`src/source/cpuPkg.sv`:
```
package cpuPkg;

    localparam int dataWidth = 8;      // Word size
    localparam int addrWidth = 7;      // Program store address bits
    localparam int storeDepth = 128;   // Program store bytes
    localparam int flagWidth = 5;      // Flags held in the flag register

    // Bit index of each flag
    localparam int flagSign = 4;
    localparam int flagCarry = 3;
    localparam int flagZero = 2;
    localparam int flagParity = 1;
    localparam int flagOverflow = 0;

    typedef enum logic [7:0] {
        opHalt = 8'h00,
        opInc  = 8'h01,        // One operand, B forced to one
        opDec  = 8'h02,
        opNot  = 8'h03,        // One operand
        opJump = 8'h04,        // Signed offset byte
        opAdd  = 8'h10,
        opSub  = 8'h20,
        opMul  = 8'h30,
        opDiv  = 8'h40,
        opMod  = 8'h50,
        opAnd  = 8'h60,
        opOr   = 8'h70,
        opXor  = 8'h80,
        opNand = 8'h90,
        opNor  = 8'hA0,
        opXnor = 8'hB0,
        opCmp  = 8'hC0
    } opcodeT;

    typedef enum logic [3:0] {
        aluAdd, aluSub, aluMul, aluDiv, aluMod, aluCmp, aluAnd,
        aluOr, aluXor, aluNand, aluNor, aluXnor, aluNot
    } aluOpT;

    typedef enum logic [3:0] {
        stIdle, stFetchAddr, stFetchRead, stDecode, stOperandAAddr,
        stOperandARead, stOperandBAddr, stOperandBRead, stExecute, stJump,
        stEmitRequest, stEmitRelease, stHalted
    } cpuStateT;

    typedef enum logic [1:0] {selOpcode, selResult, selFlags} answerSelT;   // Answer byte order

    typedef enum logic [1:0] {selMemory, selOne} operandSelT;   // Operand bus source

endpackage

```
`src/source/cpuControlIf.sv`:
```
interface cpuControlIf import cpuPkg::*; ();

    logic loadIr;              // Latch opcode
    logic loadA;               // Latch operand A
    logic loadB;               // Latch operand B or offset
    logic loadResult;          // Capture ALU result and flags
    logic clearPc;             // Restart at address 0
    logic incPc;               // Step past a consumed byte
    logic jumpPc;              // PC plus signed offset
    operandSelT operandSel;    // Memory byte or constant one
    answerSelT answerSel;      // Byte shown on the answer port

    modport controller (output loadIr, loadA, loadB, loadResult, clearPc, incPc, jumpPc,
        operandSel, answerSel);

    modport datapath (input loadIr, loadA, loadB, loadResult, clearPc, incPc, jumpPc,
        operandSel, answerSel);

endinterface

```
`src/source/programStore.sv`:
```
module programStore import cpuPkg::*; (
    input  logic                 clock,
    input  logic                 reset,
    input  logic                 loadReq,
    input  logic [addrWidth-1:0] loadAddress,
    input  logic [dataWidth-1:0] loadData,
    output logic                 loadAck,
    input  logic                 running,
    input  logic [addrWidth-1:0] readAddress,
    output logic [dataWidth-1:0] readData
);

    logic [dataWidth-1:0] memory [storeDepth];
    logic writeEnable;

    // New request only, and never while a program runs
    assign writeEnable = loadReq && !loadAck && !running;

    always_ff @(posedge clock or negedge reset) begin
        if (!reset) begin
            loadAck <= 1'b0;
        end else if (writeEnable) begin
            loadAck <= 1'b1;                       // Byte written this edge
        end else if (loadAck && !loadReq) begin
            loadAck <= 1'b0;                       // Host released, close the cycle
        end
    end

    always_ff @(posedge clock) begin
        if (writeEnable) begin
            memory[loadAddress] <= loadData;
        end
        readData <= memory[readAddress];           // One cycle read latency
    end

endmodule

```
`src/source/alu.sv`:
```
module alu import cpuPkg::*; (
    input  logic [dataWidth-1:0] operandA,
    input  logic [dataWidth-1:0] operandB,
    input  aluOpT                aluOp,
    output logic [dataWidth-1:0] result,
    output logic [flagWidth-1:0] flags
);

    logic [dataWidth:0]     sum;         // Carry in the top bit
    logic [dataWidth-1:0]   difference;
    logic [2*dataWidth-1:0] product;     // Full width for overflow check
    logic                   divByZero;
    logic                   carry;
    logic                   overflow;

    assign sum = {1'b0, operandA} + {1'b0, operandB};
    assign difference = operandA - operandB;
    assign product = operandA * operandB;
    assign divByZero = (operandB == '0);

    always_comb begin
        result = '0;
        carry = 1'b0;
        overflow = 1'b0;
        case (aluOp)
            aluAdd: begin
                result = sum[dataWidth-1:0];
                carry = sum[dataWidth];
                overflow = (operandA[dataWidth-1] == operandB[dataWidth-1]) &&
                    (result[dataWidth-1] != operandA[dataWidth-1]);    // Signed overflow
            end
            aluSub: begin
                result = difference;
                carry = operandA < operandB;                            // Borrow
                overflow = (operandA[dataWidth-1] != operandB[dataWidth-1]) &&
                    (result[dataWidth-1] != operandA[dataWidth-1]);
            end
            aluMul: begin
                result = product[dataWidth-1:0];                        // Low byte only
                overflow = (product[2*dataWidth-1:dataWidth] != '0);
            end
            aluDiv: result = divByZero ? '1 : operandA / operandB;
            aluMod: result = divByZero ? '1 : operandA % operandB;
            aluCmp: begin
                if (operandA > operandB) begin
                    result = dataWidth'(1);
                end else if (operandA < operandB) begin
                    result = dataWidth'(2);
                end
            end
            aluAnd:  result = operandA & operandB;
            aluOr:   result = operandA | operandB;
            aluXor:  result = operandA ^ operandB;
            aluNand: result = ~(operandA & operandB);
            aluNor:  result = ~(operandA | operandB);
            aluXnor: result = ~(operandA ^ operandB);
            aluNot:  result = ~operandA;                                // B ignored
            default: result = '0;
        endcase

        flags = '0;
        flags[flagSign] = result[dataWidth-1];
        flags[flagCarry] = carry;
        flags[flagZero] = (result == '0);
        flags[flagParity] = ^result;
        flags[flagOverflow] = overflow;
        if (aluOp == aluCmp) begin
            flags = '0;                                                 // Code only, no flags
        end else if ((aluOp == aluDiv || aluOp == aluMod) && divByZero) begin
            flags = '1;                                                 // Error marker
        end
    end

endmodule

```
`src/source/dataPath.sv`:
```
module dataPath import cpuPkg::*; (
    input  logic                 clock,
    input  logic                 reset,
    cpuControlIf.datapath        ctrl,
    input  logic [dataWidth-1:0] readData,
    output logic [addrWidth-1:0] readAddress,
    input  logic [dataWidth-1:0] aluResult,
    input  logic [flagWidth-1:0] aluFlags,
    output logic [dataWidth-1:0] operandA,
    output logic [dataWidth-1:0] operandB,
    output opcodeT               ir,
    output logic [dataWidth-1:0] answerData
);

    logic [addrWidth-1:0] pc;
    logic [dataWidth-1:0] operandBus;
    logic [dataWidth-1:0] resultReg;
    logic [flagWidth-1:0] flagReg;

    assign operandBus = (ctrl.operandSel == selOne) ? dataWidth'(1) : readData;
    assign readAddress = pc;                                   // Store always reads at PC

    always_ff @(posedge clock or negedge reset) begin
        if (!reset) begin
            pc <= '0;
            ir <= opHalt;
        end else begin
            if (ctrl.clearPc) begin
                pc <= '0;
            end else if (ctrl.jumpPc) begin
                pc <= pc + operandB[addrWidth-1:0];            // Wraps modulo 128
            end else if (ctrl.incPc) begin
                pc <= pc + 1'b1;
            end
            if (ctrl.loadIr) begin
                ir <= opcodeT'(operandBus);                    // Unknown codes kept as is
            end
        end
    end

    always_ff @(posedge clock) begin
        if (ctrl.loadA) begin
            operandA <= operandBus;
        end
        if (ctrl.loadB) begin
            operandB <= operandBus;
        end
        if (ctrl.loadResult) begin
            resultReg <= aluResult;
            flagReg <= aluFlags;
        end else if (ctrl.jumpPc) begin
            resultReg <= operandB;                             // Jump reports its offset
            flagReg <= '0;
        end
    end

    always_comb begin
        case (ctrl.answerSel)
            selOpcode: answerData = ir;
            selResult: answerData = resultReg;
            selFlags:  answerData = {{(dataWidth-flagWidth){1'b0}}, flagReg};
            default:   answerData = '0;
        endcase
    end

endmodule

```
`src/source/controlUnit.sv`:
```
module controlUnit import cpuPkg::*; (
    input  logic            clock,
    input  logic            reset,
    cpuControlIf.controller ctrl,
    input  opcodeT          ir,
    input  logic            start,
    input  logic            answerAck,
    output logic            answerReq,
    output logic            done,
    output logic            running,
    output aluOpT           aluOp
);

    cpuStateT  state;
    cpuStateT  nextState;
    answerSelT byteSel;        // Which record byte is on the port
    logic      oneOperand;
    logic      startNow;

    assign oneOperand = (ir == opInc) || (ir == opDec) || (ir == opNot);
    assign startNow = start && (state == stIdle || state == stHalted);
    assign answerReq = (state == stEmitRequest);
    assign done = (state == stHalted);
    assign running = (state != stIdle) && (state != stHalted);   // Blocks host loads

    always_ff @(posedge clock or negedge reset) begin
        if (!reset) begin
            state <= stIdle;
            byteSel <= selOpcode;
        end else begin
            state <= nextState;
            if (state == stEmitRelease && !answerAck) begin
                case (byteSel)
                    selOpcode: byteSel <= selResult;
                    selResult: byteSel <= selFlags;
                    default:   byteSel <= selOpcode;              // Record complete
                endcase
            end
        end
    end

    always_comb begin
        nextState = state;
        case (state)
            stIdle, stHalted: if (startNow) nextState = stFetchAddr;
            stFetchAddr:      nextState = stFetchRead;
            stFetchRead:      nextState = stDecode;
            stDecode: begin
                case (ir)
                    opJump: nextState = stOperandBAddr;           // Offset goes to B
                    opInc, opDec, opNot, opAdd, opSub, opMul, opDiv, opMod,
                    opAnd, opOr, opXor, opNand, opNor, opXnor, opCmp:
                        nextState = stOperandAAddr;
                    default: nextState = stHalted;                 // Halt and unknown codes
                endcase
            end
            stOperandAAddr:   nextState = stOperandARead;
            stOperandARead:   nextState = oneOperand ? stExecute : stOperandBAddr;
            stOperandBAddr:   nextState = stOperandBRead;
            stOperandBRead:   nextState = (ir == opJump) ? stJump : stExecute;
            stExecute, stJump: nextState = stEmitRequest;
            stEmitRequest:    if (answerAck) nextState = stEmitRelease;
            stEmitRelease: begin
                if (!answerAck) begin
                    nextState = (byteSel == selFlags) ? stFetchAddr : stEmitRequest;
                end
            end
            default:          nextState = stIdle;
        endcase
    end

    always_comb begin
        ctrl.loadIr = 1'b0;
        ctrl.loadA = 1'b0;
        ctrl.loadB = 1'b0;
        ctrl.loadResult = 1'b0;
        ctrl.clearPc = startNow;                          // Every run begins at 0
        ctrl.incPc = 1'b0;
        ctrl.jumpPc = 1'b0;
        ctrl.operandSel = selMemory;
        ctrl.answerSel = byteSel;
        case (state)
            stFetchRead: begin
                ctrl.loadIr = 1'b1;
                ctrl.incPc = 1'b1;
            end
            stDecode: begin
                ctrl.loadB = 1'b1;                        // Preset one for inc and dec
                ctrl.operandSel = selOne;
            end
            stOperandARead: begin
                ctrl.loadA = 1'b1;
                ctrl.incPc = 1'b1;
            end
            stOperandBRead: begin
                ctrl.loadB = 1'b1;                        // Overwrites the preset
                ctrl.incPc = 1'b1;
            end
            stExecute: ctrl.loadResult = 1'b1;
            stJump:    ctrl.jumpPc = 1'b1;
            default: ;
        endcase
    end

    always_comb begin
        case (ir)
            opInc, opAdd: aluOp = aluAdd;
            opDec, opSub: aluOp = aluSub;
            opNot:  aluOp = aluNot;
            opMul:  aluOp = aluMul;
            opDiv:  aluOp = aluDiv;
            opMod:  aluOp = aluMod;
            opAnd:  aluOp = aluAnd;
            opOr:   aluOp = aluOr;
            opXor:  aluOp = aluXor;
            opNand: aluOp = aluNand;
            opNor:  aluOp = aluNor;
            opXnor: aluOp = aluXnor;
            opCmp:  aluOp = aluCmp;
            default: aluOp = aluAdd;                      // Result unused
        endcase
    end

endmodule

```
`src/source/cpuTop.sv`:
```
module cpuTop import cpuPkg::*; (
    input  logic                 clock,
    input  logic                 reset,
    input  logic                 start,
    input  logic                 loadReq,
    input  logic [addrWidth-1:0] loadAddress,
    input  logic [dataWidth-1:0] loadData,
    output logic                 loadAck,
    output logic                 answerReq,
    input  logic                 answerAck,
    output logic [dataWidth-1:0] answerData,
    output logic                 done
);

    logic [addrWidth-1:0] readAddress;
    logic [dataWidth-1:0] readData;
    logic [dataWidth-1:0] operandA;
    logic [dataWidth-1:0] operandB;
    logic [dataWidth-1:0] aluResult;
    logic [flagWidth-1:0] aluFlags;
    opcodeT               ir;
    aluOpT                aluOp;
    logic                 running;

    cpuControlIf ctrlBus ();   // Control unit to datapath strobes

    programStore i_programStore (.clock(clock), .reset(reset), .loadReq(loadReq),
        .loadAddress(loadAddress), .loadData(loadData), .loadAck(loadAck), .running(running),
        .readAddress(readAddress), .readData(readData));

    dataPath i_dataPath (.clock(clock), .reset(reset), .ctrl(ctrlBus.datapath),
        .readData(readData), .readAddress(readAddress), .aluResult(aluResult),
        .aluFlags(aluFlags), .operandA(operandA), .operandB(operandB), .ir(ir),
        .answerData(answerData));

    alu i_alu (.operandA(operandA), .operandB(operandB), .aluOp(aluOp), .result(aluResult),
        .flags(aluFlags));

    controlUnit i_controlUnit (.clock(clock), .reset(reset), .ctrl(ctrlBus.controller),
        .ir(ir), .start(start), .answerAck(answerAck), .answerReq(answerReq), .done(done),
        .running(running), .aluOp(aluOp));

endmodule

```
`config.mk`:
```
export PLATFORM = sky130hd
export DESIGN_NAME = cpuTop
export DESIGN_NICKNAME = d
export VERILOG_FILES = /design/src/source/cpuPkg.sv /design/src/source/cpuControlIf.sv /design/src/source/programStore.sv /design/src/source/alu.sv /design/src/source/dataPath.sv /design/src/source/controlUnit.sv /design/src/source/cpuTop.sv
export SDC_FILE = /design/constraint.sdc
export NUM_CORES = 1
export LEC_CHECK = 0
export BUFFER_PORTS_ARGS = -buffer_cell sky130_fd_sc_hd__buf_4
export CAP_MARGIN = 25
export CORE_UTILIZATION = 52
export CTS_BUF_LIST = sky130_fd_sc_hd__clkbuf_16
export DETAILED_ROUTE_END_ITERATION = 16
export GPL_TIMING_DRIVEN = 0
export PLACE_DENSITY = 0.67
export SLEW_MARGIN = 15
export SYNTH_ARGS = -nofsm -noshare
export SYNTH_HDL_FRONTEND = slang
export SYNTH_HIERARCHICAL = 1
export SYNTH_SLANG_ARGS = --single-unit
```
`constraint.sdc`:
```
create_clock -name clock -period 10.5 [get_ports clock]
set_input_delay 2.625 -clock clock [delete_from_list [all_inputs] [get_ports clock]]
set_output_delay 2.625 -clock clock [all_outputs]
set_load 0.01 [all_outputs]
```
==> impl_metrics.ini <==
[timing]
layout_setup_ws_ns = -0.993
worstMarginPinSlew_ns = 1.15
rsz0062_at_grt = true
max_freq_mhz = 87.0
period_minus_slack_ns = 11.49
worst_slew_margin_rel_pct = 22.4
layout_worst_path_cycle_share_pct = 109
final-max-slew-violation-count = 0
setup_viol = 11
finalHoldViolCount = 0
final.setup_skew_ns = 0.0338

[synthesis]
async_reset_ff_share_pct = 2.03
synth_compound_gate_area_share_pct = 4.26
post_synth_design_cell_area_sq_um = 48400
synthDistinctLibCells = 101
synth_simple_gate_area_share_pct = 5.11
synth_xor_area_share_pct = 0.615
synth.ff_latch_count = 1083
synth.avg_cell_area_sq_um = 17.9
ys_dominant_reg_cell = sky130_fd_sc_hd__edfxtp_1
post_synthesis_cell_type_with_the_largest_combined_area = sky130_fd_sc_hd__edfxtp_1
synth_top_area_share_pct = 65.3
synth_top_family_by_area = multiplexers
area_share_of_fa_ha_maj_cells_after_synthesis_pct = 4.47
synthesized_net_count = 2878
synth_warnings = 6
post_synth_most_frequent_cells = 1053 x sky130_fd_sc_hd__edfxtp_1, 336 x sky130_fd_sc_hd__mux4_2, 265 x sky130_fd_sc_hd__nor2_1
synth_seq_area_share_pct = 66.8
number_of_enable_flip_flop_cells_after_synthesis = 1053
post-synth-top-count-cell = sky130_fd_sc_hd__edfxtp_1
syn_inst = 2709
synthTopCellsByArea = sky130_fd_sc_hd__edfxtp_1 65%, sky130_fd_sc_hd__mux4_2 16%, sky130_fd_sc_hd__ha_1 2.8%
synth.mux.area_fraction_pct = 16.8

[grt]
gr-total-overflow = 0
grt_start_max_net_pins = 129
grt_first_pass_wirelength_mm = 186
antenna_found_initial = 3
globalRouteTotalUtil_pct = 27.3
grtUsageMet3_pct = 4.30
groute.layer.met2.usage_pct = 44.7
met1_usage_pct = 36.7
vias_in_the_first_global_route = 27500
grt.busiest_layer = met2

[placement]
placement.cell_area_sq_um = 50700
place.gp.congestion = 0.957
detailedPlacementHpwl_mm = 84.8
placement.io_buffers = 30

[setup_path]
timing.critical_path.from_type = register
critPathKind = reg2reg
required_ns = 10.91
critPathMostFrequentCell = sky130_fd_sc_hd__ha_4
crit_path_end_kind = register
crit_arrival_ns = 11.91
crit_fanout = 8
critical_path.max_stage_delay_ns = 0.49
timing.critical_path.slowest_stage_cell = sky130_fd_sc_hd__edfxtp_1

[floorplanning]
ios = 31
start_util_pct = 52.7
floorplan.die.height_microns = 307
die_area_sq_um = 94300
design.core.area_sq_um = 91900
rows = 111
floorplan.die.width_microns = 307

[drt]
drt_iter0_drc = 2892
antenna_left = 0
wl_mm = 128
route.vias.total = 27500
drt_first_pass_iters = 6
remaining_drc_errors = 0
vias_per_cell = 6.39
wl_cell_microns = 29.7

[clocking]
cts.root.buffer_cell = sky130_fd_sc_hd__clkbuf_16
clk_transition_reported_paths_ns = 0.06
cts_tree = built
clk-insertion-delay-late_ns = 0.68
htree_levels = 3
ctsLongestPathBuffers = 3
tritoncts_num_sinks = 1083
cts_inserted_buffers = 103

[cells_and_area]
fillCellCount = 6738
fin_nets = 3133
fraction_of_final_layout_cells_sized_beyond_drive_strength_1_pct = 28.0
postLayoutCoreUtil_pct = 60.5
design_area_sq_um = 55700
syn2layout_area_growth_pct = 14.9

[power_and_ir_drop]
report.power.total_mw = 15.9
cellPowerDensity_nw_per_um2 = 285
leakagePower_nw = 18.1
vdd.ir_drop.worst_mv = 0.292

[job]
drv_cap = 0

[status]
failed_checks = negative setup slack
status = complete, but fails checks

[worst_hold_path]
holdCritPathClass = reg2reg
registers in the layout, summed over array words and instances, names as in the netlist:
signal,count
i_controlUnit/ctrl.answerSel,2
i_controlUnit/state,4
i_dataPath/flagReg,5
i_dataPath/ir,8
i_dataPath/operandA,8
i_dataPath/operandB,8
i_dataPath/readAddress,7
i_dataPath/resultReg,8
i_programStore/loadAck,1
i_programStore/memory,1024
i_programStore/readData,8
cells in the final DEF (no fill, tap or decap), types with 26 or more instances in the layout:
master,instances
sky130_fd_sc_hd__clkbuf_16,107
sky130_fd_sc_hd__a21oi_1,52
sky130_fd_sc_hd__buf_4,147
sky130_fd_sc_hd__edfxtp_1,1053
sky130_fd_sc_hd__fa_1,39
sky130_fd_sc_hd__clkinv_1,26
sky130_fd_sc_hd__clkbuf_1,65
sky130_fd_sc_hd__nand2_1,74
sky130_fd_sc_hd__ha_1,86
sky130_fd_sc_hd__o21ai_0,45
sky130_fd_sc_hd__mux4_2,336
sky130_fd_sc_hd__inv_1,107
sky130_fd_sc_hd__nor2_1,258
logic make-up after synthesis:
logic type | Yosys count
buffers and inverters | 229
muxes | 386
DFF | 1083
adders and majority gates | 149
other | 1
and+or+nand+nor | 529
AOI/OAI and AO/OA | 298
xor gates and xnor gates | 34
timing repair:
action,CTS,global route
setup buffers,72,34
pin swaps,62,62
hold endpoints to repair,0,0
gates cloned,1,0
endpoints found under the setup margin,11,11
hold buffers,0,0
resized for setup,61,66
area by class of cell:
class                           instances  area, sq um  share of cell area [%]
Sequential cell                      1083        32300                    58.1
Multi-Input combinational cell       1397        16100                    28.9
Clock buffer                          107         2680                    4.81
Tap cell                             1243         1560                    2.79
Timing Repair Buffer                  151         1260                    2.27
Clock inverter                         86          747                    1.34
Buffer                                128          619                    1.11
Inverter                              100          389                   0.699
Antenna cell                            1         2.50                 0.00450
worst paths after layout:
check | startpoint | to | slack, ns | depth (start not counted)
worst max-delay path | i_dataPath/operandB[4] | i_dataPath/flagReg[1] | -0.99 | 53
worst min-delay path | i_dataPath/readAddress[0] | i_dataPath/readAddress[0] | 0.57 | 2
worst max register to register | i_dataPath/operandB[4] | i_dataPath/flagReg[1] | -0.99 | 53
worst min register to register | i_dataPath/readAddress[0] | i_dataPath/readAddress[0] | 0.57 | 2
max in group asynchronous | reset | i_dataPath/ir[5] | 8.36 | 1
min in group asynchronous | reset | i_controlUnit/ctrl.answerSel[0] | 1.87 | 1
metal layers:
layer	share of wire (%)	vias to the layer above
met5	0.010	-
met4	4.9	2
met1	39	14500
li1	-	11400
met3	7.3	298
met2	49	1276
report_power, final:
part	switching (mW)	internal [mW]
combinational	3.99	3.21
sequential	0.106	4.86
clock	1.56	2.16
total	5.66	10.2
through the flow:
| stage | std cells | setup WS, ns | hold WS [ns] | setup TNS (ns) |
|---|---|---|---|---|
| 2_1_floorplan | 2709 | -0.0131 | 0.497 | -0.0131 |
| 3_3_place_gp | 3982 | -2.12 | 0.547 | -17.56 |
| 4_1_cts | 4260 | -0.791 | 0.574 | -2.37 |
| 3_5_place_dp | 3995 | -2.22 | 0.566 | -18.46 |
| 5_1_grt | 4295 | -1.34 | 0.596 | -7.92 |
| 6_report | 4296 | -0.993 | 0.570 | -4.97 |
critical path: cells and delay by family, from the launching register on:
| kind | cells | cell delay, ns |
|---|---|---|
| buffers and inverters | 6 | 0.93 |
| adders and majority gates | 8 | 2.08 |
| xor gates and xnor gates | 3 | 0.63 |
| DFF | 1 | 0.49 |
| AOI/OAI and AO/OA | 29 | 6.01 |
| and+or+nand+nor | 7 | 1.08 |
Power figures use the tool's default switching activity.
